File: src/logic/burst_pkg.sv
// ~~~~~~~~~~~~~~~~~~~~~~~~~~~~~~~~~~~~~~~~~~~~~~~~~~~~~~~~~~~~
// Shared types and size constants for the vector load path.
// Every block names these through burst_pkg:: scoped references.
// ~~~~~~~~~~~~~~~~~~~~~~~~~~~~~~~~~~~~~~~~~~~~~~~~~~~~~~~~~~~~

`default_nettype none

package burst_pkg;

  // Address and ID sizes
  localparam int unsigned AddrBits = 8;
  localparam int unsigned IdBits   = 4;
  localparam int unsigned BLenBits = 3;
  localparam int unsigned DataBits = 32;
  localparam int unsigned StrbBits = DataBits / 8;

  // Memory depth and number of reorder slots follow from the widths
  localparam int unsigned NumWords = 1 << AddrBits;
  localparam int unsigned NumSlots = 1 << IdBits;

  typedef enum logic {
    OpStore,
    OpLoad
  } cmd_op_e;

  typedef struct packed {
    cmd_op_e               op;
    logic [AddrBits-1:0]   addr;
    logic [BLenBits-1:0]   len;
    logic [DataBits-1:0]   data;
  } cmd_t;

  typedef struct packed {
    logic                  burst;
    logic [BLenBits-1:0]   blen;
  } burst_t;

  typedef struct packed {
    logic [AddrBits-1:0]   addr;
    logic                  write;
    logic [DataBits-1:0]   data;
    logic [StrbBits-1:0]   strb;
    logic [IdBits-1:0]     id;
    burst_t                burst;
  } mem_req_t;

  // One returned word, tagged with its ID
  typedef struct packed {
    logic [IdBits-1:0]     id;
    logic [DataBits-1:0]   data;
  } beat_t;

endpackage

`default_nettype wire

File: src/logic/burst_cutter.sv
// ~~~~~~~~~~~~~~~~~~~~~~~~~~~~~~~~~~~~~~~~~~~~~~~~~~~~~~~~~~~~
// Splits a read burst that crosses a CutLen bank-group border
// into two requests. Other requests pass with zero latency.
// NrCut of 0 turns the block into a plain pass-through.
// ~~~~~~~~~~~~~~~~~~~~~~~~~~~~~~~~~~~~~~~~~~~~~~~~~~~~~~~~~~~~

`timescale 1ns/1ps
`default_nettype none

module burst_cutter #(
  parameter int unsigned CutLen = 4,
  parameter int unsigned NrCut  = 1
) (
  input  logic                clk_i,
  input  logic                rst_ni,
  input  burst_pkg::mem_req_t req_i,
  input  logic                req_valid_i,
  output logic                req_ready_o,
  output burst_pkg::mem_req_t req_o,
  output logic                req_valid_o,
  input  logic                req_ready_i
);

  typedef enum logic {
    Bypass,
    BurstCut
  } cut_state_e;

  cut_state_e state_q, state_d;

  always_ff @(posedge clk_i or negedge rst_ni) begin
    if (!rst_ni) begin
      state_q <= Bypass;
    end else begin
      state_q <= state_d;
    end
  end

  if (NrCut > 1) begin : gen_nrcut_check
    $error("burst_cutter supports only zero or one cut");
  end

  if (NrCut == 0) begin : gen_bypass
    assign req_o       = req_i;
    assign req_valid_o = req_valid_i;
    assign req_ready_o = req_ready_i;
    assign state_d     = Bypass;
  end else begin : gen_cut
    logic [burst_pkg::AddrBits-1:0] bank_offset;
    logic [burst_pkg::AddrBits-1:0] max_blen;
    logic                           crosses;
    // Second part of a cut burst, issued from BurstCut
    burst_pkg::mem_req_t            cut_q, cut_d;

    // Word position inside the bank group and words left to its border
    assign bank_offset = req_i.addr & burst_pkg::AddrBits'(CutLen - 1);
    assign max_blen    = burst_pkg::AddrBits'(CutLen) - bank_offset;
    assign crosses     = burst_pkg::AddrBits'(req_i.burst.blen) > max_blen;

    always_comb begin
      state_d     = state_q;
      cut_d       = cut_q;
      req_o       = req_i;
      req_valid_o = req_valid_i;
      req_ready_o = req_ready_i;

      case (state_q)
        Bypass: begin
          if (req_valid_i && req_i.burst.burst) begin
            if (req_i.write) begin
              // Write bursts are not supported downstream
              req_o.burst = '0;
            end else if (crosses) begin
              // First part runs up to the border
              req_o.burst.blen = burst_pkg::BLenBits'(max_blen);
              req_ready_o      = 1'b0;

              cut_d            = req_i;
              cut_d.addr       = req_i.addr + max_blen;
              cut_d.id         = req_i.id + burst_pkg::IdBits'(max_blen);
              cut_d.burst.blen = req_i.burst.blen - burst_pkg::BLenBits'(max_blen);

              if (req_ready_i) begin
                state_d = BurstCut;
              end
            end
          end
        end

        BurstCut: begin
          req_o       = cut_q;
          req_valid_o = 1'b1;
          // Upstream request retires together with the second part
          req_ready_o = req_ready_i;
          if (req_ready_i) begin
            state_d = Bypass;
          end
        end

        default: begin
          state_d = Bypass;
        end
      endcase
    end

    always_ff @(posedge clk_i) begin
      cut_q <= cut_d;
    end
  end

endmodule

`default_nettype wire

File: config.mk
export PLATFORM = sky130hd
export DESIGN_NAME = burst_cutter
export DESIGN_NICKNAME = d
export VERILOG_FILES = /design/src/logic/burst_pkg.sv /design/src/logic/burst_cutter.sv
export SDC_FILE = /design/constraint.sdc
export NUM_CORES = 1
export LEC_CHECK = 0
export BUFFER_PORTS_ARGS = -buffer_cell sky130_fd_sc_hd__buf_2
export CAP_MARGIN = 20
export CORE_MARGIN = 5
export CORE_UTILIZATION = 30
export DETAILED_ROUTE_END_ITERATION = 10
export PLACE_DENSITY_LB_ADDON = 0.08
export SLEW_MARGIN = 0
export SYNTH_ARGS = -nofsm -noshare
export SYNTH_HDL_FRONTEND = slang
export SYNTH_SLANG_ARGS = --single-unit
export TNS_END_PERCENT = 5
File: constraint.sdc
create_clock -name clk_i -period 6 [get_ports clk_i]
set_clock_uncertainty 0.05 [all_clocks]
set_input_delay 0.3 -clock clk_i [delete_from_list [all_inputs] [get_ports clk_i]]
set_output_delay 0.3 -clock clk_i [all_outputs]
set_load 0.05 [all_outputs]
Yosys cells after proc, flatten, opt, wreduce, memory -nomap -nowiden
Index checks and enable logic that the tools add are counted.
Storage, ports and cells
  input port bits: 57
  logic and storage cells: 33
  register bits after elaboration: 53
Cells by class
  bitwise gates (word level): 2
  reduce and logical (&&, ||, !) cells: 2
  mux-type cells: 17
  $lt $le $gt $ge: 1
  add/sub/neg operators: 4
Operators with widths (number)
  49-bit two-way mux: 1
  1-bit two-way mux: 10
  8-bit adder: 1
  3-bit by 8-bit > comparator with 1-bit output: 1
  4-bit case mux with 2 select lines: 1
  3-bit two-way mux: 2
  4-bit adder: 1
  4-bit two-way mux: 1
  1-bit case mux with 2 select lines: 2
  4-bit AND reduction: 1
  3-bit by 2-bit subtractor with 4-bit output, first input constant: 1
  3-bit subtractor: 1
  1-bit NOT: 2
  1-bit logical AND: 1

Logic depth before layout (Yosys ltp)
  depth in word-level cells: 6
  depth in mapped cells: 8
  mapped depth without buffers: 8

Least setup slack after synthesis
Ideal clock, no wire load.
  path kind: input port to output port
  from: input port req_i[45] (netlist name)
  to: output port req_ready_o
  arrival: 6.077 ns
  data required time: 5.650 ns
  setup slack: -0.427 ns
  stages: 8
  cells stage by stage: inv_1 -> ha_1 -> inv_1 -> fa_1 -> fa_1 -> nand4_2 -> nor3_1 -> nor2b_1
Between the ends
  cells in the longest elaborated chain, start to end: 6
Ends and longest elaborated chain
  start, declared: RTL line burst_cutter.sv:16  | input burst_pkg::mem_req_t req_i,
  3-bit by 2-bit subtractor with 4-bit output: RTL line burst_cutter.sv:57  | assign max_blen = burst_pkg::AddrBits'(CutLen) - bank_offset;
  3-bit by 8-bit > comparator with 1-bit output: RTL line burst_cutter.sv:58  | assign crosses = burst_pkg::AddrBits'(req_i.burst.blen) > max_blen;
  1-bit two-way mux: RTL line burst_cutter.sv:73  | end else if (crosses) begin
  1-bit two-way mux: RTL line burst_cutter.sv:70  | if (req_i.write) begin
  1-bit two-way mux: RTL line burst_cutter.sv:69  | if (req_valid_i && req_i.burst.burst) begin
  1-bit case mux with 2 select lines: RTL line burst_cutter.sv:67  | case (state_q)
  end, declared: RTL line burst_cutter.sv:18  | output logic req_ready_o,
Every way passes these cells.

Worst setup path after layout
Ends and elaborated chain as after synthesis.

==> impl_metrics.ini <==
[run_status]
outcome = complete, no violations

[yosys]
synthArstFlopShare_pct = 1.923
synth_common_cells = 51 x edfxtp_1, 45 x mux2_2, 12 x nand2_1
mappedNetlistNets = 250
synth.distinct_cells = 26
mappedNetlistArea_um2 = 2651
synthFlopType = edfxtp_1
synth_area_per_cell_um2 = 14.73
synth.most_common_cell = edfxtp_1
synth-seq-cells = 52
synth_edf_count = 51
ys_seq_area_share_pct = 58.71
synthCells = 180
ys_warn_count = 0
yosys-top-cells-area = edfxtp_1 58%, mux2_2 19%, ha_1 4.7%
yosysTopAreaCellShare_pct = 57.76
yosys.area.top_type = edfxtp_1

[clocking]
cts_hold_buf = 1
cts_resized = 0
numCtsBuffers = 5
cts.sinks = 52
cts_tree = yes
clockRootBuffer = clkbuf_8
clk-insertion-delay-late_ps = 300
clk_path_buf_depth = 2
clk_pin_slew_ps = 100
post_cts_buffers = 0
htreeDepth = 2

[pwr]
ir_drop_uv = 117.5
switchingPower_w = 0.0002945
internal_power_w = 0.0006547
p_per_area_nw_per_um2 = 274.2
seqPwrFrac_pct = 44.0
clkPwrFrac_pct = 30.0
power_w = 0.0009493
leakage_nw = 1.415
power.share.combinational_pct = 26.1
swShare_pct = 31.03

[place]
io_buffers = 111
place.gp.congestion = 0.7900
place_hpwl_um = 4466

[timing]
period_share_pct = 52.45
tightest_slew_ps = 906.7
report.final.slew_viol_count = 0
final.setup.tns_ps = 0
rsz0062_at_grt = no
period_needed_ps = 3147
max_freq_mhz = 317.8
finalHoldViolCount = 0
relSlewSlack_pct = 39.36
setup_viol = 0

[floorplan]
io_pins = 112
die_h_um = 104.0
rows = 34
start_util_pct = 30.55
core_um2 = 8678
die_w_um = 104.0
die_area_um2 = 10820

[grt]
overflow = 0
grt_start_max_net_pins = 61
grt_pass1_wl_um = 9666
grt_pass1_vias = 1883
antenna_found_initial = 0
grtUsageTotal_pct = 10.85

[detailed_routing]
viasPerCell = 4.412
wl_met1_um = 2765
topRoutingLayerUsed = met4
first_pass_iters = 4
dr_wl_met2_um = 2847
met3_wirelength_um = 385
drcViolationCount = 0
vias = 1778
wl_um = 6039
wl_per_cell_um = 14.99
drt_iter0_drc = 46
drt.antenna.violating_nets = 0

[min_path]
min_from = req_i[20]
min_to = gen_cut.cut_q[20]
min_path_type = in2reg
worstHoldPathCells = 1

[worst_setup_path]
worst_ep_arrival_time_ps = 2800
critPathLaunchType = primary input
cp-end-kind = primary output
critical-path-slowest-cell = nor3_4
r2r_end = gen_cut.cut_q[13]
crit_fanout = 20
rr_startpoint = state_q
critPathMaxStageDelay_ps = 750
crit_required_ps = 5650
path_cells = buf_2, inv_1, ha_1, inv_1, ha_1, nand3_1, nand4_2, nor3_4, nor2b_1, buf_2
rrSetupSlack_ps = 3850
crit_type = in2out
worst-r2r-cell-count = 2

[cells_and_area]
fin_nets = 364
insertedDiodeCount = 0
drive_gt1_share_pct = 57.29
areaGrowthSynthToFinish_pct = 30.58
nFillCells = 867

[flow_run]
drv_cap = 0
layout by cell type (no fill, tap or decap), types with 2 or more instances in the layout:
cell type  instances
a21oi_1            4
buf_2            111
buf_4              2
bufinv_16          2
clkbuf_8           5
edfxtp_1          51
fa_1               3
ha_1              10
inv_1              9
mux2_2            45
mux2i_1            2
nand2_1           12
nand3_1            3
nor2_1             4
nor2b_1            3
o21ai_0            9
xnor2_1            7
xor2_1             2
through the flow:
stage	setup WS (ps)	hold slack, ps	cell area, um^2	cells	util (%)
6_report	2853	127.4	3462	403	39.89
5_1_grt	2638	112.4	3462	403	39.89
4_1_cts	2776	113.7	3462	403	39.89
3_5_place_dp	2505	26.24	3319	394	38.25
3_3_place_gp	2541	26.61	3319	394	38.25
2_1_floorplan	1474	-45.59	2656	180	-
kinds of logic after synthesis:
family / synth area share [%]
AOI/OAI and AO/OA: 2.973
adders and majority gates: 6.985
buffers and inverters: 3.161
and+or+nand+nor: 5.332
DFF: 58.71
muxes: 19.87
xor gates and xnor gates: 2.973
worst max-delay path, delay by kind of cell:
family | cells | cell delay (ps)
adders and majority gates | 2 | 710
buffers and inverters | 4 | 610
and+or+nand+nor | 4 | 1150
layout make-up:
class                      count  area (um^2)  share of cell area, %
timing repair buffer         114        580.6                  16.77
inverter                       9        33.78                 0.9758
clock inverter                 2        60.06                  1.735
clock buffer                   6        72.57                  2.096
sequential                    52         1558                  44.99
tap                          108        135.1                  3.903
multi-input combinational    112         1022                  29.53
registers in the layout, summed over array words and instances (netlist names):
register,flops
gen_cut.cut_q,51
state_q,1
power groups by stage:
stage | registers, W | logic [W] | clock network (W)
after floorplan | 0.000425 | 0.000180 | 0
after global placement | 0.000426 | 0.000251 | 0
after detailed placement | 0.000425 | 0.000250 | 0
after CTS | 0.000417 | 0.000251 | 0.000294
after global routing | 0.000418 | 0.000264 | 0.000306
final | 0.000417 | 0.000247 | 0.000285
worst max-delay path by stage:
stage,slack (ps),startpoint,endpoint
after floorplan,1470,req_i[45],req_ready_o
after global placement,2540,req_i[45],gen_cut.cut_q[10]
after detailed placement,2500,req_i[45],gen_cut.cut_q[4]
after CTS,2780,req_i[45],req_ready_o
after global routing,2640,req_i[45],req_ready_o
final,2850,req_i[45],req_ready_o
per-layer routing:
metal / global-route usage (%) / vias up
li1: - / 888
met1: 14.81 / 828
met2: 17.03 / 58
met3: 3.352 / 4
met4: 2.220 / 0
met5: 0 / -
(Power assumes the default switching activity.)
