<file path="src/logic/burst_pkg.sv">
// ~~~~~~~~~~~~~~~~~~~~~~~~~~~~~~~~~~~~~~~~~~~~~~~~~~~~~~~~~~~~
// Shared types and size constants for the vector load path.
// Every block names these through burst_pkg:: scoped references.
// ~~~~~~~~~~~~~~~~~~~~~~~~~~~~~~~~~~~~~~~~~~~~~~~~~~~~~~~~~~~~

`default_nettype none

package burst_pkg;

  // Address and ID sizes
  localparam int unsigned AddrBits = 8;
  localparam int unsigned IdBits   = 4;
  localparam int unsigned BLenBits = 3;
  localparam int unsigned DataBits = 32;
  localparam int unsigned StrbBits = DataBits / 8;

  // Memory depth and number of reorder slots follow from the widths
  localparam int unsigned NumWords = 1 << AddrBits;
  localparam int unsigned NumSlots = 1 << IdBits;

  typedef enum logic {
    OpStore,
    OpLoad
  } cmd_op_e;

  typedef struct packed {
    cmd_op_e               op;
    logic [AddrBits-1:0]   addr;
    logic [BLenBits-1:0]   len;
    logic [DataBits-1:0]   data;
  } cmd_t;

  typedef struct packed {
    logic                  burst;
    logic [BLenBits-1:0]   blen;
  } burst_t;

  typedef struct packed {
    logic [AddrBits-1:0]   addr;
    logic                  write;
    logic [DataBits-1:0]   data;
    logic [StrbBits-1:0]   strb;
    logic [IdBits-1:0]     id;
    burst_t                burst;
  } mem_req_t;

  // One returned word, tagged with its ID
  typedef struct packed {
    logic [IdBits-1:0]     id;
    logic [DataBits-1:0]   data;
  } beat_t;

endpackage

`default_nettype wire

</file>
<file path="src/logic/burst_rob.sv">
// ~~~~~~~~~~~~~~~~~~~~~~~~~~~~~~~~~~~~~~~~~~~~~~~~~~~~~~~~~~~~
// Reorder buffer with one slot per word ID. Beats land at
// their ID, the head releases words in issue order and each
// release hands one credit back to the issuer.
// ~~~~~~~~~~~~~~~~~~~~~~~~~~~~~~~~~~~~~~~~~~~~~~~~~~~~~~~~~~~~

`timescale 1ns/1ps
`default_nettype none

module burst_rob (
  input  logic                           clk_i,
  input  logic                           rst_ni,
  input  burst_pkg::beat_t               beat_i,
  input  logic                           beat_valid_i,
  output logic [burst_pkg::DataBits-1:0] rsp_data_o,
  output logic                           rsp_valid_o,
  input  logic                           rsp_ready_i,
  output logic                           credit_return_o
);

  logic [burst_pkg::DataBits-1:0] slot_data_q [burst_pkg::NumSlots];
  logic [burst_pkg::NumSlots-1:0] slot_valid_q;
  logic [burst_pkg::IdBits-1:0]   head_q;
  logic                           credit_q;
  logic                           release_w;

  assign rsp_valid_o = slot_valid_q[head_q];
  assign rsp_data_o  = slot_data_q[head_q];
  assign release_w   = rsp_valid_o && rsp_ready_i;

  always_ff @(posedge clk_i or negedge rst_ni) begin
    if (!rst_ni) begin
      slot_valid_q <= '0;
      head_q       <= '0;
      credit_q     <= 1'b0;
    end else begin
      // Credits keep the incoming ID away from the head slot
      if (release_w) begin
        slot_valid_q[head_q] <= 1'b0;
        head_q               <= head_q + 1'b1;
      end
      if (beat_valid_i) begin
        slot_valid_q[beat_i.id] <= 1'b1;
      end
      credit_q <= release_w;
    end
  end

  always_ff @(posedge clk_i) begin
    if (beat_valid_i) begin
      slot_data_q[beat_i.id] <= beat_i.data;
    end
  end

  // One pulse per released word, a cycle after the release
  assign credit_return_o = credit_q;

endmodule

`default_nettype wire

</file>
<file path="config.mk">
export PLATFORM = sky130hd
export DESIGN_NAME = burst_rob
export DESIGN_NICKNAME = d
export VERILOG_FILES = /design/src/logic/burst_pkg.sv /design/src/logic/burst_rob.sv
export SDC_FILE = /design/constraint.sdc
export NUM_CORES = 1
export LEC_CHECK = 0
export ABC_AREA = 1
export BUFFER_PORTS_ARGS = -buffer_cell sky130_fd_sc_hd__buf_2
export CAP_MARGIN = 15
export CORE_MARGIN = 1.5
export CORE_UTILIZATION = 50
export CTS_BUF_LIST = sky130_fd_sc_hd__clkbuf_8
export DETAILED_ROUTE_END_ITERATION = 12
export PLACE_DENSITY = 0.66
export SKIP_LAST_GASP = 1
export SLEW_MARGIN = 20
export SYNTH_ARGS = -nofsm -noshare
export SYNTH_HDL_FRONTEND = slang
export SYNTH_SLANG_ARGS = --single-unit
</file>
<file path="constraint.sdc">
create_clock -name clk_i -period 5.05 [get_ports clk_i]
set_clock_uncertainty 0.05 [all_clocks]
set_input_delay 0.2525 -clock clk_i [delete_from_list [all_inputs] [get_ports clk_i]]
set_output_delay 0.2525 -clock clk_i [all_outputs]
set_load 0.02 [all_outputs]
</file>
**Yosys cells after proc, flatten, opt, wreduce, memory -nomap -nowiden**

Memory sizes are Yosys's and may differ from the RTL's.
Index checks and enable logic that the tools add are counted.

- Bits in writable memories: 512
- Memories: 1
- Register bits after elaboration: 21
- Input bits: 40
- Output and inout bits: 34
- Word-level logic and storage cells: 25

Memory list:

| memory | words | bits a word | rd ports | clocked after memory_dff | write ports | line | text |
|---|---|---|---|---|---|---|---|
| slot_data_q | 16 | 32 | 1 | 0 | 1 | burst_rob.sv:21 | `logic [burst_pkg::DataBits-1:0] slot_data_q [burst_pkg::NumSlots];` |

- $lt $le $gt $ge: 4
- Bitwise gates (word level): 3
- Add/sub/neg operators: 1
- Reduce and logical (&&, ||, !) cells: 3
- Muxes and demuxes: 10

Operators by type and width:

| kind | number |
|---|---|
| 2-to-1 mux 16 bit | 2 |
| bitwise AND 16 bit | 1 |
| NOT 16 bit | 1 |
| bitwise OR 16 bit | 1 |
| < comparator 4 x 5 -> 1 bit, second input constant | 2 |
| demux 1 bit (select 4 bit) | 2 |
| greater-or-equal comparator 4 x 1 -> 1 bit, second input constant | 2 |
| 2-to-1 mux 1 bit | 5 |
| adder 4 x 1 -> 4 bit, second input constant | 1 |
| binary-select mux 1 bit (select 4 bit) | 1 |
| logical AND 1 bit | 3 |

**Depth between registers and ports, before layout**

- Word-level depth: 9
- Depth in mapped cells: 12
- Gate-level depth less buffers: 10

**Worst setup path before layout**

No wires, ideal clock.

- Kind: in2reg
- Start point: input port beat_valid_i
- End point: memory slot_data_q[11][0] (netlist bit), enable pin
- Cell stages on the path: 4
- Required time: 4.578 ns
- Slack: 2.624 ns
- Arrival: 1.954 ns
- Path buffers: 0
- Path through: inv_1 nor3_1 inv_1 nor2_1

- Longest elaborated chain between the ends: 2

Ends and longest elaborated chain:

| what | line | text |
|---|---|---|
| start: declaration | burst_rob.sv:14 | `input logic beat_valid_i,` |
| 2-to-1 mux 1 bit | burst_rob.sv:50 | `if (beat_valid_i) begin` |
| 2-to-1 mux 1 bit (implied by the code) | burst_rob.sv:51 | `slot_data_q[beat_i.id] <= beat_i.data;` |
| end: declaration | burst_rob.sv:21 |  |

Every way passes these cells.

**Worst setup path in the final report**

- Start point: register head_q[1] (netlist bit)
- End point: output port rsp_data_o[1] (netlist bit)

- Longest elaborated chain between the ends: 1

Ends and longest elaborated chain:

| what | line | text |
|---|---|---|
| start: declaration | burst_rob.sv:23 | `logic [burst_pkg::IdBits-1:0] head_q;` |
| start signal: assignment | burst_rob.sv:40 | `head_q <= head_q + 1'b1;` |
| memory read (16 x 32 bit) | n/a |  |
| end: declaration | burst_rob.sv:15 | `output logic [burst_pkg::DataBits-1:0] rsp_data_o,` |

Every way passes these cells.

==> out/results.tsv <==
stage	metric	value	unit
status	outcome	finished, final reports clean	
logic_synthesis	synthDistinctLibCells	27	
clock_network	cts_resized	0	
logic_synthesis	syn-instance-count	1654	
worst_setup_path	crit_slowest_cell	clkinv_2	
clock_network	clkTransAtPathRegs	70	ps
die	num_rows	75	
logic_synthesis	ys_ff_latch	533	
placed_design	port-buffer-count	73	
logic_synthesis	synthArstFlopShare	3.94	%
die	die_x	209	um
worst_setup_path	crit_fanout	78	
logic_synthesis	synth.most_common_cell	edfxtp_1	
logic_synthesis	ys_seq_area_share	75.3	%
worst_setup_path	worst_setup_path_start_kind	flip-flop	
logic_synthesis	yosysWarnings	0	
finish	antenna-diode-count	0	
routing	drt_iter0_drc	1385	
sta	worst_pin_slew	1080	ps
logic_synthesis	synth_flop_cell	edfxtp_1	
worst_setup_path	arrival	3810	ps
routing	vias	13700	
routing	ant_nets	0	
sta	setup-tns-final	0	ps
power_and_ir_drop	pwr-share-comb	31.6	%
power_and_ir_drop	internal_power	7760	uW
power_and_ir_drop	sw_frac_of_total	37.0	%
finish	multi_input_area	4600	um2
logic_synthesis	synthTopCellsByArea	edfxtp_1 73%, o21ai_0 6.1%, nor2_1 4.9%	
power_and_ir_drop	vdd_drop_max	0.000393	V
power_and_ir_drop	p_per_area	515	nW/um2
finish	layout-drive-gt1-share	13.2	%
global_route	grtUsageTotal	24.3	%
global_route	grt_pass1_vias	13400	
die	die_height	209	um
routing	viasPerCell	5.76	
clock_network	numCtsBuffers	84	
power_and_ir_drop	p_leak	0.00818	uW
clock_network	clk_latency	650	ps
logic_synthesis	syn_area_per_cell	12.8	um2
sta	rsz0062_at_grt	no	
sta	hold_viol	0	
placed_design	dp.cells	2188	
finish	finalCoreUtilization	57.2	%
power_and_ir_drop	p_sw	4570	uW
die	io-pin-count	74	
logic_synthesis	synth_area_leader_cell	edfxtp_1	
worst_setup_path	end_kind	primary output	
sta	slew_headroom	27.7	%
finish	fin_area	23900	um2
power_and_ir_drop	pwr-share-seq	42.2	%
logic_synthesis	synth_top_cell_area_share	72.8	%
global_route	grt_first_pass_wirelength	79.1	mm
worst_setup_path	cp.required	4750	ps
placed_design	dp_hpwl	25.2	mm
worst_setup_path	cp_cell_sequence	clkinv_2 -> buf_12 -> o21ai_0 -> o22ai_1 -> nand2_1 -> nand4_1 -> buf_2	
clock_network	cts_htree_levels	3	
logic_synthesis	synth_common_cells	512 x edfxtp_1, 275 x nor2_1, 256 x o21ai_0	
clock_network	cts_sinks	533	
finish	fill_cells	3402	
sta	finalMaxSlewViolations	0	
routing	totalWireLength	52.2	mm
global_route	grt_max_degree	120	
clock_network	clockBufferDepth	3	
sta	setup_violations	0	
finish	area_growth_syn_to_layout	13.3	%
clock_network	root_buffer	clkbuf_8	
worst_setup_path	critical_path_class	flip-flop to primary output	
logic_synthesis	syn-num-nets	1698	
placed_design	gp_congestion	0.802	
logic_synthesis	synthesis.area	21100	um2
worst_setup_path	slowest_delay	880	ps
power_and_ir_drop	power_frac_clock	26.2	%
finish	fin_nets	1815	
die	start_util	50.5	%
sta	final.period_utilization	81.4	%
clock_network	cts_tree	yes	
global_route	antenna_found_initial	0	
die	core	41900	um2
worst_hold_path	hold_class	primary input to flip-flop	
placed_design	dpl_cell_area	22000	um2
routing	drc	0	
routing	avgRoutedWirePerCell	22.0	um
sta	max_freq	0.243	GHz
finish	layout.cells.non_filler	2378	
finish	seqCellArea	15900	um2
die	die_area	43500	um2
logic_synthesis	synth_edf_count	512	
flow_run	drv_cap	0	
routing	first_pass_iters	5	
global_route	grt_overflow	0	
sta	fin_crit	4110	ps
[final timing paths]
kind	start	end	slack (ps)	cells past startpoint
min in group asynchronous	rst_ni	slot_valid_q[6]$_DFF_PN0_	60	2
min reg2reg	slot_valid_q[2]$_DFF_PN0_	slot_valid_q[2]$_DFF_PN0_	430	2
max	head_q[1]$_DFFE_PN0N_	rsp_data_o[1]	940	7
max in group asynchronous	rst_ni	head_q[1]$_DFFE_PN0N_	4510	2
max reg2reg	head_q[1]$_DFFE_PN0N_	head_q[1]$_DFFE_PN0N_	1670	9
min	rsp_ready_i	head_q[0]$_DFFE_PN0N_	50	3
[final cells by class]
class	instances	area share, %
inverters	70	1.12
clock buffers	84	4.83
repair buffers	136	4.17
multi-input cells	946	19.2
flip-flops and latches	533	66.5
well taps	539	2.82
clock inverters	70	1.31
[worst max-delay path, delay by kind of cell (launching register included)]
kind	cells	cell delay (ps)
flip-flops	1	870
buffers and inverters	3	1630
AND/OR/NAND/NOR	2	300
AO/OA/AOI/OAI	2	230
[kinds of logic (layout without fill, tap and decap cells)]
| group | Yosys count | after routing | synth area share (%) |
|---|---|---|---|
| AND/OR/NAND/NOR | 538 | 538 | 10.5 |
| buffers and inverters | 175 | 360 | 3.54 |
| XOR/XNOR | 2 | 2 | 0.0830 |
| flip-flops | 533 | 533 | 75.3 |
| AO/OA/AOI/OAI | 402 | 402 | 10.3 |
| adder cells (fa/ha/maj) | 4 | 4 | 0.237 |
[metal layers]
layer	vias to the layer above	track usage (%)	part of all wire [%]
met5	-	0	0
met1	6851	32.9	42
li1	6264	-	-
met3	99	4.33	6.5
met4	0	7.37	1.9
met2	484	40.3	49
[power by group through the flow]
stage,combinational [uW],sequential (uW),clock [uW]
CTS,3860,5200,3300
global placement,3770,5290,0
detailed placement,3830,5290,0
floorplan,2810,5160,0
global route,4320,5220,3470
finish,3900,5200,3230
[flip-flops by register name, indices dropped and copies added (netlist names)]
| register | count |
|---|---|
| slot_valid_q | 16 |
| credit_return_o | 1 |
| head_q | 4 |
| slot_data_q | 512 |
[per-stage QoR]
stage	power (uW)	worst slack (ps)	hold slack [ps]
4_1_cts	12400	941	9.23
6_report	12300	941	47.8
5_1_grt	13000	721	45.4
2_1_floorplan	7980	2620	-93.1
3_3_place_gp	9060	1630	203
3_5_place_dp	9120	1650	205
[cells in the final DEF, fill, tap and decap left out, types with 2 or more instances in the layout]
| master | n |
|---|---|
| inv_8 | 2 |
| dfrtp_1 | 19 |
| dlygate4sd3_1 | 33 |
| a21oi_1 | 4 |
| buf_16 | 2 |
| nand3_2 | 8 |
| clkinv_1 | 25 |
| o21ai_0 | 256 |
| edfxtp_1 | 512 |
| inv_2 | 3 |
| inv_6 | 4 |
| o21ai_1 | 13 |
| nor3_1 | 4 |
| o22ai_1 | 128 |
| clkinv_2 | 11 |
| buf_2 | 73 |
| nand4_1 | 32 |
| nor2_4 | 19 |
| nand2_2 | 2 |
| clkinvlp_4 | 2 |
| nand3_1 | 34 |
| dfrtp_4 | 2 |
| nor2_1 | 259 |
| nand2_1 | 179 |
| inv_1 | 93 |
| clkbuf_8 | 84 |
| buf_4 | 25 |
| buf_12 | 3 |
| ha_1 | 4 |
[repair_timing]
| item | 4_1_cts | 5_1_grt |
|---|---|---|
| hold buffers | 33 | 0 |
| endpoints found under the hold margin | 533 | 0 |
| setup buffers | 0 | 0 |
Note: power is estimated with default switching activity, not from simulation.
