==> config.mk <==
export PLATFORM = sky130hd
export DESIGN_NAME = vlsu_burst_issuer
export DESIGN_NICKNAME = d
export VERILOG_FILES = /design/src/logic/burst_pkg.sv /design/src/logic/vlsu_burst_issuer.sv
export SDC_FILE = /design/constraint.sdc
export NUM_CORES = 1
export LEC_CHECK = 0
export BUFFER_PORTS_ARGS = -buffer_cell sky130_fd_sc_hd__buf_2
export CORE_MARGIN = 1.5
export CORE_UTILIZATION = 53
export CTS_BUF_LIST = sky130_fd_sc_hd__clkbuf_2
export CTS_CLUSTER_SIZE = 8
export DETAILED_ROUTE_END_ITERATION = 10
export GPL_ROUTABILITY_DRIVEN = 0
export HOLD_SLACK_MARGIN = 0.15
export PLACE_DENSITY = 0.87
export SLEW_MARGIN = 30
export SYNTH_ARGS = -nofsm -noshare
export SYNTH_HDL_FRONTEND = slang
export SYNTH_SLANG_ARGS = --single-unit
export TNS_END_PERCENT = 1
==> constraint.sdc <==
create_clock -name clk_i -period 9.4 [get_ports clk_i]
set_clock_uncertainty 0.15 [all_clocks]
set_input_delay 0 -clock clk_i [delete_from_list [all_inputs] [get_ports clk_i]]
set_output_delay 0 -clock clk_i [all_outputs]
set_load 0.05 [all_outputs]
==> src/logic/burst_pkg.sv <==
// ~~~~~~~~~~~~~~~~~~~~~~~~~~~~~~~~~~~~~~~~~~~~~~~~~~~~~~~~~~~~
// Shared types and size constants for the vector load path.
// Every block names these through burst_pkg:: scoped references.
// ~~~~~~~~~~~~~~~~~~~~~~~~~~~~~~~~~~~~~~~~~~~~~~~~~~~~~~~~~~~~

`default_nettype none

package burst_pkg;

  // Address and ID sizes
  localparam int unsigned AddrBits = 8;
  localparam int unsigned IdBits   = 4;
  localparam int unsigned BLenBits = 3;
  localparam int unsigned DataBits = 32;
  localparam int unsigned StrbBits = DataBits / 8;

  // Memory depth and number of reorder slots follow from the widths
  localparam int unsigned NumWords = 1 << AddrBits;
  localparam int unsigned NumSlots = 1 << IdBits;

  typedef enum logic {
    OpStore,
    OpLoad
  } cmd_op_e;

  typedef struct packed {
    cmd_op_e               op;
    logic [AddrBits-1:0]   addr;
    logic [BLenBits-1:0]   len;
    logic [DataBits-1:0]   data;
  } cmd_t;

  typedef struct packed {
    logic                  burst;
    logic [BLenBits-1:0]   blen;
  } burst_t;

  typedef struct packed {
    logic [AddrBits-1:0]   addr;
    logic                  write;
    logic [DataBits-1:0]   data;
    logic [StrbBits-1:0]   strb;
    logic [IdBits-1:0]     id;
    burst_t                burst;
  } mem_req_t;

  // One returned word, tagged with its ID
  typedef struct packed {
    logic [IdBits-1:0]     id;
    logic [DataBits-1:0]   data;
  } beat_t;

endpackage

`default_nettype wire

==> src/logic/vlsu_burst_issuer.sv <==
// ~~~~~~~~~~~~~~~~~~~~~~~~~~~~~~~~~~~~~~~~~~~~~~~~~~~~~~~~~~~~
// Command issuer. Accepts load and store commands, registers
// one memory request per command and hands out word IDs.
// A load is accepted only when enough reorder credits remain.
// ~~~~~~~~~~~~~~~~~~~~~~~~~~~~~~~~~~~~~~~~~~~~~~~~~~~~~~~~~~~~

`timescale 1ns/1ps
`default_nettype none

module vlsu_burst_issuer (
  input  logic                clk_i,
  input  logic                rst_ni,
  input  burst_pkg::cmd_t     cmd_i,
  input  logic                cmd_valid_i,
  output logic                cmd_ready_o,
  output burst_pkg::mem_req_t req_o,
  output logic                req_valid_o,
  input  logic                req_ready_i,
  input  logic                credit_return_i
);

  // One extra bit so a full count of NumSlots fits
  localparam int unsigned CredBits = burst_pkg::IdBits + 1;

  logic [CredBits-1:0]           credits_q, credits_d;
  logic [CredBits-1:0]           spend;
  logic [burst_pkg::IdBits-1:0]  next_id_q;
  burst_pkg::mem_req_t           req_q, req_d;
  logic                          req_valid_q;
  logic                          is_load;
  logic                          cmd_fire;

  assign is_load = (cmd_i.op == burst_pkg::OpLoad);

  // Stores need no credit, loads need one per word
  assign cmd_ready_o = !req_valid_q &&
                       (!is_load || credits_q >= CredBits'(cmd_i.len));
  assign cmd_fire    = cmd_valid_i && cmd_ready_o;

  assign spend     = (cmd_fire && is_load) ? CredBits'(cmd_i.len) : '0;
  assign credits_d = credits_q - spend + CredBits'(credit_return_i);

  always_comb begin
    req_d.addr        = cmd_i.addr;
    req_d.write       = !is_load;
    req_d.data        = is_load ? '0 : cmd_i.data;
    req_d.strb        = is_load ? '0 : '1;
    req_d.id          = next_id_q;
    // A single-word load goes out as a plain read
    req_d.burst.burst = is_load && (cmd_i.len > 1);
    req_d.burst.blen  = is_load ? cmd_i.len : '0;
  end

  always_ff @(posedge clk_i or negedge rst_ni) begin
    if (!rst_ni) begin
      credits_q   <= CredBits'(burst_pkg::NumSlots);
      next_id_q   <= '0;
      req_valid_q <= 1'b0;
    end else begin
      credits_q <= credits_d;
      if (cmd_fire && is_load) begin
        next_id_q <= next_id_q + burst_pkg::IdBits'(cmd_i.len);
      end
      if (cmd_fire) begin
        req_valid_q <= 1'b1;
      end else if (req_ready_i) begin
        req_valid_q <= 1'b0;
      end
    end
  end

  always_ff @(posedge clk_i) begin
    if (cmd_fire) begin
      req_q <= req_d;
    end
  end

  assign req_o       = req_q;
  assign req_valid_o = req_valid_q;

endmodule

`default_nettype wire

---- Word level (Yosys, flattened, before mapping) ----
Cells that the tools add are included.
word-level totals
  flip-flop bits (word level) ............. 63
  input bits .............................. 49
  output and inout port bits .............. 55
  logic and storage cells ................. 27
cells by class
  add/subtract/negate cells ............... 3
  magnitude comparators ................... 2
  muxes and demuxes ....................... 4
  reduce and logical (&&, ||, !) cells .... 8
operator list
  operator            count
  $add 5x1->5         1
  $ge 5x3->1          1
  $sub 5x3->5         1
  $add 4x3->4         1
  $logic_and 1x1->1   4
  $mux 4              1
  $gt 3x1->1 const B  1
  $mux 3              1
  $logic_not 1->1     2
  $mux 1              2
  $reduce_bool 2->1   1
  $logic_or 1x1->1    1

---- Longest topological paths before layout ----
Gate-level depths: netlist (run 1).
  word-level depth ........................ 8
  gate-level depth with buffers ........... 15
  gate-level depth less buffers ........... 15

---- Worst setup path after synthesis (run 1) ----
OpenSTA, ideal clock, no wires.
  kind .................................... register to register
  start point ............................. register credits_q[1]
  end point ............................... register credits_q[4]
  library setup time ...................... 0.085 ns
  arrival time ............................ 3.981 ns
  data required time ...................... 9.165 ns
  slack ................................... 5.184 ns
  stages on the path, launching flop included .. 15
  path buffers ............................ 0
  clock period less this slack ............ 4.216 ns
  path through ............................ dfrtp_1 > ha_1 > nor2b_1 > o211ai_1 > a41oi_2 > and2_1 > ha_1 > inv_1 > ha_1 > inv_1 > fa_1 > inv_1 > a21o_1 > a21oi_1 > xor2_1
on the way
  cells in the longest elaborated chain, start to end .. 8
RTL lines
  what                    line                     text
  from (decl)             vlsu_burst_issuer.sv:25  logic [CredBits-1:0] credits_q, credits_d;
  from (signal assigned)  vlsu_burst_issuer.sv:56  credits_q <= CredBits'(burst_pkg::NumSlots);
  from (signal assigned)  vlsu_burst_issuer.sv:60  credits_q <= credits_d;
  $ge 5x3->1              vlsu_burst_issuer.sv:37  (!is_load || credits_q >= CredBits'(cmd_i.len));
  $logic_or 1x1->1        vlsu_burst_issuer.sv:37
  $logic_and 1x1->1       vlsu_burst_issuer.sv:36  assign cmd_ready_o = !req_valid_q &&
  $logic_and 1x1->1       vlsu_burst_issuer.sv:38  assign cmd_fire = cmd_valid_i && cmd_ready_o;
  named net cmd_fire      vlsu_burst_issuer.sv:31  logic cmd_fire;
  $logic_and 1x1->1       vlsu_burst_issuer.sv:40  assign spend = (cmd_fire && is_load) ? CredBits'(cmd_i.len) : '0;
  $mux 3                  vlsu_burst_issuer.sv:40
  $sub 5x3->5             vlsu_burst_issuer.sv:41  assign credits_d = credits_q - spend + CredBits'(credit_return_i);
  $add 5x1->5             vlsu_burst_issuer.sv:41
  named net credits_d[4]  vlsu_burst_issuer.sv:25
The timed path passes the listed nets, and every way through them passes these cells.
A chain may end at the register's enable or synchronous reset.

---- Worst setup path after layout (run 1) ----
  start point ............................. register credits_q[0]
  end point ............................... register credits_q[4]
The elaborated chain is that of the path after synthesis.

==> metrics.txt, run 1 <==
CP Capture Type flip-flop; vias per cell 5.77; area share of the largest cell type after synthesis 58.3%; Clock Path Buffers 2; non-filler cells, final 427; CP arrival 4.21 ns; Slew Limit Fails 0; Die Ht 72.0 microns; Slew @ Worst Pin 0.731 ns; fin crit period 3.93 ns; Setup Viol. Count Final 0; Layout fillers 124; die width 72.0 microns; P_leak 1.90 nW; total gr overflow 0; Tcrit/Tclk final 41.8%; Fin. Hold Viols 0; global router's overall resource usage 42.7%; R2R setup slack 5.47 ns; CTS tree yes; CP Launch Type flip-flop; PostCTS Resize Cnt 0; Iteration-0 DRC Markers 367; layout cells sized above 1 32.8%; top_reg_cell synth edfxtp_1; vias in the first global route 2527; Via Count 2463; Cell Area, Synth 0.00252 sq mm; layout overhead on the synthesized area 66.2%; RR Endpoint credits_q[4]; relative slew slack 51.3%; most frequent cells after synthesis edfxtp_1 (49), nor2b_1 (33), ha_1 (15), inv_1 (15), dfrtp_1 (9); first-pass GRT wire length 15.2 mm; Final HPWL DP 3.79 mm; max frequency 255 MHz; Die Area 0.00518 sq mm; hold depth 4; Worst Hold Path EP next_id_q[0]; largest cells by area after synthesis edfxtp_1 (58%), dfrtp_1 (8.9%), nor2b_1 (8.2%); ant diodes 0; final antenna-violating net count 0; worst reg-to-reg path cell count 14; io pins 104; outcome finished, final reports clean; Post-synth EDFFs 49; CTS Buf Count 9; RSZ-0062 raised after global routing false; r2r startpoint credits_q[0]; type of the most critical hold path in2reg; Port Buffers 103; WL/cell 25.0 microns; root buf cell clkbuf_2; # placed instances 315; starting density of the core 56.4%; clock slew at reported path FFs 0.18 ns; DR pass1 iterations 6; worst vdd ir 0.286 mV; Syn Inst Count 167; row count 24; largest net degree at the start of global routing 53; FF+latch count, synth 59; kind of critical path reg2reg; post-synthesis async set-or-reset flop share 16.9%; setup_tns 0 ns; residual DRC count 0; syn nets 233; synthesized area per cell 15.1 sq um; pwr dens 274 mW/mm^2; total wire length 10.7 mm; Post-CTS Setup Bufs 0; dominant cell by count in the synthesized netlist edfxtp_1; Core Region 0.00447 sq mm; Hold Buf Count CTS 96; Crit Path Max Fanout 52; worst skew pair latency 0.49 ns; HP Start cmd_i[32]; antenna violations before repair 0; clock sink count 59; Yosys cell types 30; number of nets in the layout 436; YS warnings 0; Max-cap violations 0; Crit path required time 9.68 ns; number of H-tree levels 3; sequential share of the synthesized area 68.3%; cell accounting for the most synthesized area edfxtp_1
## cells in the final DEF, fill, tap and decap left out
cell / count
mux2_1: 2
a21oi_2: 1
a211oi_1: 1
nor2b_1: 33
and2_1: 2
a41oi_4: 1
clkinv_1: 1
o211ai_1: 1
buf_4: 1
xnor2_1: 3
o2111ai_2: 1
mux2i_1: 1
edfxtp_1: 49
dlygate4sd3_1: 96
a21bo_1: 1
xor2_1: 2
o21ai_1: 1
o21bai_1: 1
clkbuf_2: 11
nand2_1: 4
nor2_1: 3
and4bb_1: 1
dfrtp_1: 9
a41oi_1: 1
bufinv_16: 3
inv_1: 15
clkinvlp_4: 1
buf_2: 103
a21oi_1: 4
ha_1: 15
fa_1: 2
dfstp_2: 1
a21o_1: 3
a21boi_0: 1
## registers in the layout (all words and copies together), names as in the netlist
name / flops
credits_q: 5
next_id_q: 4
req_o: 49
req_valid_o: 1
## critical path: stages, from the launching register on
cell and delay [ns]:
dfrtp_1 0.40, inv_1 0.07, ha_1 0.31, and4bb_1 0.29, nand2_1 0.16, a41oi_4 0.28
buf_4 0.58, nand2_1 0.18, ha_1 0.35, inv_1 0.07, fa_1 0.48, inv_1 0.13
a21o_1 0.14, a21oi_1 0.08, xor2_1 0.16
## per-stage QoR
step	cell area [sq um]	hold slack, ns	setup slack (ns)	power, mW	util (%)
6_report	4190	0.370	5.47	1.15	93.7
5_1_grt	4190	0.371	5.51	1.17	93.7
4_1_cts	4190	0.302	5.96	1.05	93.7
3_5_place_dp	3080	-0.281	5.98	0.803	68.8
3_3_place_gp	3080	-0.274	6.14	0.789	68.8
2_1_floorplan	2520	-0.446	5.18	0.713	-
## routing by layer
| layer | track usage [%] | routed length [microns] | share of wire, % | up-vias |
|---|---|---|---|---|
| li1 | - | - | - | 986 |
| met1 | 49.9 | 3560 | 33 | 1147 |
| met2 | 72.1 | 5230 | 49 | 265 |
| met3 | 13.9 | 1270 | 12 | 65 |
| met4 | 19.7 | 612 | 5.7 | 0 |
| met5 | 0 | 0 | 0 | - |
## where the power goes
part | total [mW] | internal, mW | switching (mW)
Combinational | 0.514 | 0.159 | 0.354
Clock | 0.229 | 0.116 | 0.113
Sequential | 0.405 | 0.365 | 0.0396
## worst max path at each step
| stage | start | depth (start not counted) | endpoint | slack [ns] |
|---|---|---|---|---|
| after global routing | credits_q[1] | 13 | credits_q[4] | 5.51 |
| final | credits_q[0] | 14 | credits_q[4] | 5.47 |
| after detailed placement | credits_q[1] | 13 | credits_q[4] | 5.98 |
| after global placement | credits_q[1] | 13 | credits_q[4] | 6.14 |
| after CTS | credits_q[1] | 13 | credits_q[4] | 5.96 |
| after floorplan | credits_q[1] | 14 | credits_q[4] | 5.18 |
## final cells by class
cell class	count	area, sq um	share of cell area [%]
Clock buffer	11	55.1	1.31
Tap cell	52	65.1	1.55
Clock inverter	5	101	2.42
Multi-Input combinational cell	85	709	16.9
Inverter	15	56.3	1.34
Timing Repair Buffer	200	1480	35.4
Sequential cell	59	1720	41.1
## cell families after synthesis
family          synth area share (%)
xor+xnor                        1.74
buf+inv                         4.07
flops                           68.3
fa+ha+maj                       9.02
compound gates                  5.40
simple gates                    10.2
mux                             1.29
Power figures use the tool's default switching activity.
==> inputs of run 2 (changes only) <==
--- a/config.mk
+++ b/config.mk
@@ -7,13 +7,13 @@
 export LEC_CHECK = 0
 export BUFFER_PORTS_ARGS = -buffer_cell sky130_fd_sc_hd__buf_2
 export CORE_MARGIN = 1.5
-export CORE_UTILIZATION = 53
+export CORE_UTILIZATION = 45
 export CTS_BUF_LIST = sky130_fd_sc_hd__clkbuf_2
 export CTS_CLUSTER_SIZE = 8
 export DETAILED_ROUTE_END_ITERATION = 10
 export GPL_ROUTABILITY_DRIVEN = 0
 export HOLD_SLACK_MARGIN = 0.15
-export PLACE_DENSITY = 0.87
+export PLACE_DENSITY = 0.79
 export SLEW_MARGIN = 30
 export SYNTH_ARGS = -nofsm -noshare
 export SYNTH_HDL_FRONTEND = slang
==> constraint.sdc (replaced) <==
create_clock -name clk_i -period 3.2 [get_ports clk_i]
set_clock_uncertainty 0.15 [all_clocks]
set_input_delay 0 -clock clk_i [delete_from_list [all_inputs] [get_ports clk_i]]
set_output_delay 0 -clock clk_i [all_outputs]
set_load 0.05 [all_outputs]
==> metrics.txt, run 2 (synthesis results as in run 1) <==
Fin. Hold Viols 0 (unchanged); type of the most critical hold path in2reg; ant diodes 0 (unchanged); P_leak 1.89 nW (-0.51%); Crit path required time 3.43 ns (-6.25 ns); Critical-path top delay cell dfrtp_1; Max-cap violations 0 (unchanged); CP delay by family, top adder cells; clock slew at reported path FFs 0.18 ns (about the same); HP Start cmd_i[14]; kind of critical path reg2reg; largest net degree at the start of global routing 39 (-26%); Setup crit start credits_q[1]; Via Count 2150 (-13%); layout overhead on the synthesized area 66.1% (about the same); non-filler cells, final 449 (+5.2%); number of H-tree levels 3 (unchanged); vias in the first global route 2171 (-14%); io pins 104 (unchanged); worst vdd ir 0.318 mV (+11%); pwr dens 711 mW/mm^2 (+160%); row count 27 (+13%); most frequent cells in the layout buf_2 (103), dlygate4sd3_1 (95), edfxtp_1 (49); max FFs per register 49 (unchanged); final antenna-violating net count 0 (unchanged); DR pass1 iterations 5 (-1); outcome finished, final reports clean; root buf cell clkbuf_2; antenna violations before repair 0 (unchanged); Slew @ Worst Pin 0.494 ns (-0.237 ns); CTS tree yes; number of nets in the layout 438 (+0.46%); CP Launch Type flip-flop; Slew Limit Fails 0 (unchanged); CTS Buf Count 9 (unchanged); residual DRC count 0 (unchanged); Port Buffers 103 (unchanged); post-layout util 76.6% (-17 points); r2r startpoint credits_q[1]; CP arrival 3.22 ns (-0.99 ns); global router's overall resource usage 25.6% (-17 points); # placed instances 337 (+7.0%); worst skew pair latency 0.46 ns (-0.03 ns); max frequency 335 MHz (+31%); most common cell after layout, fill and taps aside buf_2; CP bufs+invs 3 (-1); vias per cell 4.79 (-17%); Crit Path Max Fanout 2 (-96%); power after layout 2.98 mW (+160%); WL/cell 16.3 microns (-35%); clock sink count 59 (unchanged); relative slew slack 66.9% (+16 points); Tcrit/Tclk final 93.4% (+52 points); Clock Path Buffers 2 (unchanged); worst-path cell chain ha_1 > nor2b_4 > o211ai_1 > a41oi_4 > and2_1 > ha_1 > inv_1 > ha_1 > inv_1 > fa_2 > inv_1 > a21o_1 > a21oi_2 > xor2_1; starting density of the core 46.1% (-10 points); die width 77.9 microns (+8.2%); first-pass GRT wire length 11.3 mm (-26%); Setup Viol. Count Final 0 (unchanged); fin crit period 2.99 ns (-0.938 ns); Core Region 0.00547 sq mm (+22%); Crit path largest cell delay 0.42 ns (-0.16 ns); RSZ-0062 raised after global routing false; Iteration-0 DRC Markers 170 (-54%); total gr overflow 0 (unchanged); Die Area 0.00607 sq mm (+17%); Die Ht 77.9 microns (+8.2%); total wire length 7.32 mm (-31%); layout cells sized above 1 33.4% (+0.62 points); Final HPWL DP 3.57 mm (-5.7%); CP Capture Type flip-flop
[run 2: changes by cell type in the layout (fill, tap and decap cells not counted), moves of 2 or more]
cell / before / now
bufinv_16: 3 / 1
clkinv_1: 1 / 4
clkbuf_2: 11 / 9
buf_4: 1 / 4
[run 2: final cells by class]
type / count / area (sq um)
inverter: 15 / 56.3
clock buffer: 9 / 45.0
fill: 327 / 1280
tap: 72 / 90.1
clock inverter: 7 / 58.8
sequential: 59 / 1720
multi-input combinational: 85 / 723
timing repair buffer: 202 / 1500
[run 2: what timing repair did]
item | 4_1_cts | 5_1_grt
buffers inserted | 0 | 1
endpoints found under the hold margin | 76 | 0
resized for setup | 0 | 1
hold buffers | 95 | 0
endpoints found under the setup margin | 0 | 1
[run 2: worst register-to-register path: cells and delay by family (launching register included)]
kind	cells	cell delay, ns
compound gates	4	0.78
flops	1	0.42
fa+ha+maj	4	0.96
xor+xnor	1	0.17
buf+inv	3	0.15
simple gates	2	0.30
[run 2: stage by stage]
stage	hold WS, ns	area (sq um)	setup TNS, ns	setup slack (ns)
6_report	0.254	4190	0	0.213
5_1_grt	0.248	4190	0	0.0379
4_1_cts	0.265	4180	0	0.191
3_5_place_dp	-0.273	3130	0	0.217
3_3_place_gp	-0.274	3130	0	0.344
2_1_floorplan	-0.446	2540	-1.03	-0.390
[run 2: metal layers]
metal | global-route usage (%) | vias to the layer above | routed length [microns]
met5 | 0 | - | 0
met4 | 10.5 | 0 | 150
met3 | 7.53 | 15 | 631
met2 | 44.5 | 131 | 3790
met1 | 29.4 | 1017 | 2740
li1 | - | 987 | -
[run 2: power by group]
part / internal [mW] / switching [mW] / total (mW)
clock network: 0.171 / 0.275 / 0.446
logic: 0.475 / 0.912 / 1.39
registers: 1.07 / 0.0788 / 1.15
total: 1.72 / 1.27 / 2.98
[run 2: worst paths after layout]
path,cells after the start,slack (ns),endpoint
max,14,0.21,credits_q[4]
min,3,0.25,req_o[26]
max reg2reg,14,0.21,credits_q[4]
min reg2reg,0,0.33,req_o[7]
max in group asynchronous,3,2.15,credits_q[4]
min in group asynchronous,3,0.38,next_id_q[1]
==> inputs of run 3 (changes only) <==
--- a/config.mk
+++ b/config.mk
@@ -5,15 +5,16 @@
 export SDC_FILE = /design/constraint.sdc
 export NUM_CORES = 1
 export LEC_CHECK = 0
+export ABC_AREA = 1
 export BUFFER_PORTS_ARGS = -buffer_cell sky130_fd_sc_hd__buf_2
 export CORE_MARGIN = 1.5
-export CORE_UTILIZATION = 45
-export CTS_BUF_LIST = sky130_fd_sc_hd__clkbuf_2
+export CORE_UTILIZATION = 43
+export CTS_BUF_LIST = sky130_fd_sc_hd__clkbuf_4 sky130_fd_sc_hd__clkbuf_8 sky130_fd_sc_hd__clkbuf_16
 export CTS_CLUSTER_SIZE = 8
 export DETAILED_ROUTE_END_ITERATION = 10
 export GPL_ROUTABILITY_DRIVEN = 0
 export HOLD_SLACK_MARGIN = 0.15
-export PLACE_DENSITY = 0.79
+export PLACE_DENSITY = 0.75
 export SLEW_MARGIN = 30
 export SYNTH_ARGS = -nofsm -noshare
 export SYNTH_HDL_FRONTEND = slang
==> constraint.sdc (replaced) <==
create_clock -name clk_i -period 3.2 [get_ports clk_i]
set_clock_uncertainty 0.15 [all_clocks]
set_input_delay 0.48 -clock clk_i [delete_from_list [all_inputs] [get_ports clk_i]]
set_output_delay 0.48 -clock clk_i [all_outputs]
set_load 0.05 [all_outputs]
==> metrics.txt, run 3 <==
kind of critical path reg2reg; worst vdd ir 0.443 mV (+39%); Critical-path top delay cell dfstp_2; CP arrival 2.97 ns (-0.25 ns); Iteration-0 DRC Markers 68 (-60%); Max-cap violations 0 (unchanged); GR Layer Usage met3 6.59% (-0.94 points); number of H-tree levels 3 (unchanged); FF+latch count, synth 59 (unchanged); type of the most critical hold path in2reg; root buf cell clkbuf_8; clock slew at reported path FFs 0.07 ns (-0.11 ns); total gr overflow 0 (unchanged); Layout fillers 506 (+55%); number of nets in the layout 394 (-10%); Yosys cell types 23 (-23%); PostCTS Resize Cnt 0 (unchanged); sequential share of the synthesized area 66.6% (-1.7 points); max FFs per register 49 (unchanged); YS warnings 0 (unchanged); most common cell after layout, fill and taps aside buf_2; syn nets 284 (+22%); synthesized area per cell 11.9 sq um (-21%); relative slew slack 73.5% (+6.5 points); power after layout 3.17 mW (+6.2%); row count 28 (+3.7%); WL/cell 12.1 microns (-26%); die width 80.6 microns (+3.5%); outcome finished, final reports clean; P_leak 1.73 nW (-8.6%); io pins 104 (unchanged); pwr dens 922 mW/mm^2 (+30%); DR pass1 iterations 4 (-1); final antenna-violating net count 0 (unchanged); Setup Viol. Count Final 0 (unchanged); setup_tns 0 ns (unchanged); Crit path required time 3.31 ns (-0.12 ns); Slew Limit Fails 0 (unchanged); worst-path cell chain inv_1 > ha_1 > nand4_1 > nand3_1 > nand3b_1 > nand3_1 > nor2_1 > ha_1 > inv_1 > ha_1 > inv_1 > fa_1 > o21ai_0 > xnor2_1; grt met2 use 27.1% (-17 points); vias in the first global route 1688 (-22%); post-synthesis async set-or-reset flop share 16.9% (unchanged); # placed instances 390 (+16%); Post-CTS Setup Bufs 0 (unchanged); Crit Path Max Fanout 3 (+1); Final HPWL DP 3.72 mm (+4.2%); global router's overall resource usage 16.1% (-9.6 points); Via Count 1796 (-16%); Worst Setup EP credits_q[4]; cell accounting for the most synthesized area edfxtp_1; R2R setup slack 0.33 ns (+0.12 ns); non-filler cells, final 408 (-9.1%); Core Region 0.00585 sq mm (+6.9%); CTS tree yes; max frequency 349 MHz (+4.2%); clock sink count 59 (unchanged); RSZ-0062 raised after global routing false; top_reg_cell synth edfxtp_1; worst skew pair latency 0.33 ns (-0.13 ns); RR Endpoint credits_q[4]; CP Capture Type flip-flop; min setup slack post-route 0.334 ns (+0.121 ns); Tcrit/Tclk final 89.6% (-3.8 points); post-layout util 58.7% (-18 points); vias per cell 4.40 (-8.1%); Crit path largest cell delay 0.52 ns (+0.10 ns); most frequent cells after synthesis inv_1 (59), edfxtp_1 (49), nor2_1 (33); starting density of the core 44.2% (-1.9 points); Fin. Hold Viols 0 (unchanged); layout cells sized above 1 38.1% (+4.7 points); ant diodes 0 (unchanged); Port Buffers 103 (unchanged); area share of the largest cell type after synthesis 56.8% (-1.5 points); largest net degree at the start of global routing 34 (-13%); CP Depth 14 (unchanged); hold depth 1 (-2); fin crit period 2.87 ns (-0.121 ns); r2r startpoint credits_q[4]; dominant cell by count in the synthesized netlist inv_1; Top Usage Layer GRT met2; Clock Path Buffers 2 (unchanged); pre-CTS setup slack 0.0825 ns (-0.134 ns); antenna violations before repair 0 (unchanged); Cell Area, Synth 0.00259 sq mm (+2.6%); total wire length 4.93 mm (-33%); first-pass GRT wire length 7.57 mm (-33%); GR Util met1 18.4% (-11 points); Slew @ Worst Pin 0.397 ns (-0.0970 ns); residual DRC count 0 (unchanged); layout overhead on the synthesized area 32.7%; most frequent cells in the layout buf_2 (103), inv_1 (58), edfxtp_1 (49); Setup crit start credits_q[4]; Hold Buf Count CTS 2 (-98%); CP Launch Type flip-flop; CP delay by family, top adder cells; Die Area 0.00649 sq mm (+7.1%); worst reg-to-reg path cell count 14 (unchanged); CP bufs+invs 3 (unchanged); Post-synth EDFFs 49 (unchanged); Die Ht 80.6 microns (+3.5%); CTS Buf Count 9 (unchanged); largest cells by area after synthesis edfxtp_1 (57%), dfrtp_1 (8.7%), inv_1 (8.6%); Syn Inst Count 218 (+31%)
-- run 3: kinds of logic (layout without fill, tap and decap cells) --
family | Yosys count | count (layout) | synth area share (%)
buffers and inverters | 67 | 182 | 10.5
and+or+nand+nor | 61 | 61 | 10.6
DFF | 59 | 59 | 66.6
adders and majority gates | 17 | 17 | 8.80
AOI/OAI and AO/OA | 9 | 9 | 1.88
xor gates and xnor gates | 5 | 5 | 1.69
-- run 3: power breakdown --
| group | leakage [nW] | internal, mW | switching, mW |
|---|---|---|---|
| Combinational | 1.03 | 0.350 | 0.882 |
| Sequential | 0.590 | 1.07 | 0.0659 |
| Clock | 0.117 | 0.515 | 0.286 |
-- run 3: per-stage QoR --
step | cell area [sq um] | hold slack (ns)
5_1_grt | 3430 | 0.157
4_1_cts | 3430 | 0.153
3_3_place_gp | 3180 | 0.207
2_1_floorplan | 2590 | 0.0344
6_report | 3430 | 0.178
3_5_place_dp | 3180 | 0.212
-- run 3: worst min path at each step --
stage          slack, ns            to       from
6_report            0.18     req_o[49]  cmd_i[39]
5_1_grt             0.16     req_o[52]  cmd_i[42]
4_1_cts             0.15     req_o[52]  cmd_i[42]
3_5_place_dp        0.21  next_id_q[2]     rst_ni
3_3_place_gp        0.21  next_id_q[2]     rst_ni
2_1_floorplan       0.03  credits_q[0]     rst_ni
-- run 3: per-layer routing --
| metal | share of wire [%] | up-vias |
|---|---|---|
| li1 | - | 898 |
| met1 | 42 | 813 |
| met2 | 49 | 80 |
| met3 | 8.7 | 5 |
| met4 | 0.49 | 0 |
| met5 | 0 | - |
-- run 3: final cells by class --
type	instances	area, sq um	area share (%)
inverter	59	221	6.45
sequential	59	1720	50.2
clock inverter	7	115	3.35
timing repair buffer	107	563	16.4
multi-input combinational	92	594	17.3
clock buffer	9	124	3.61
tap	75	93.8	2.73
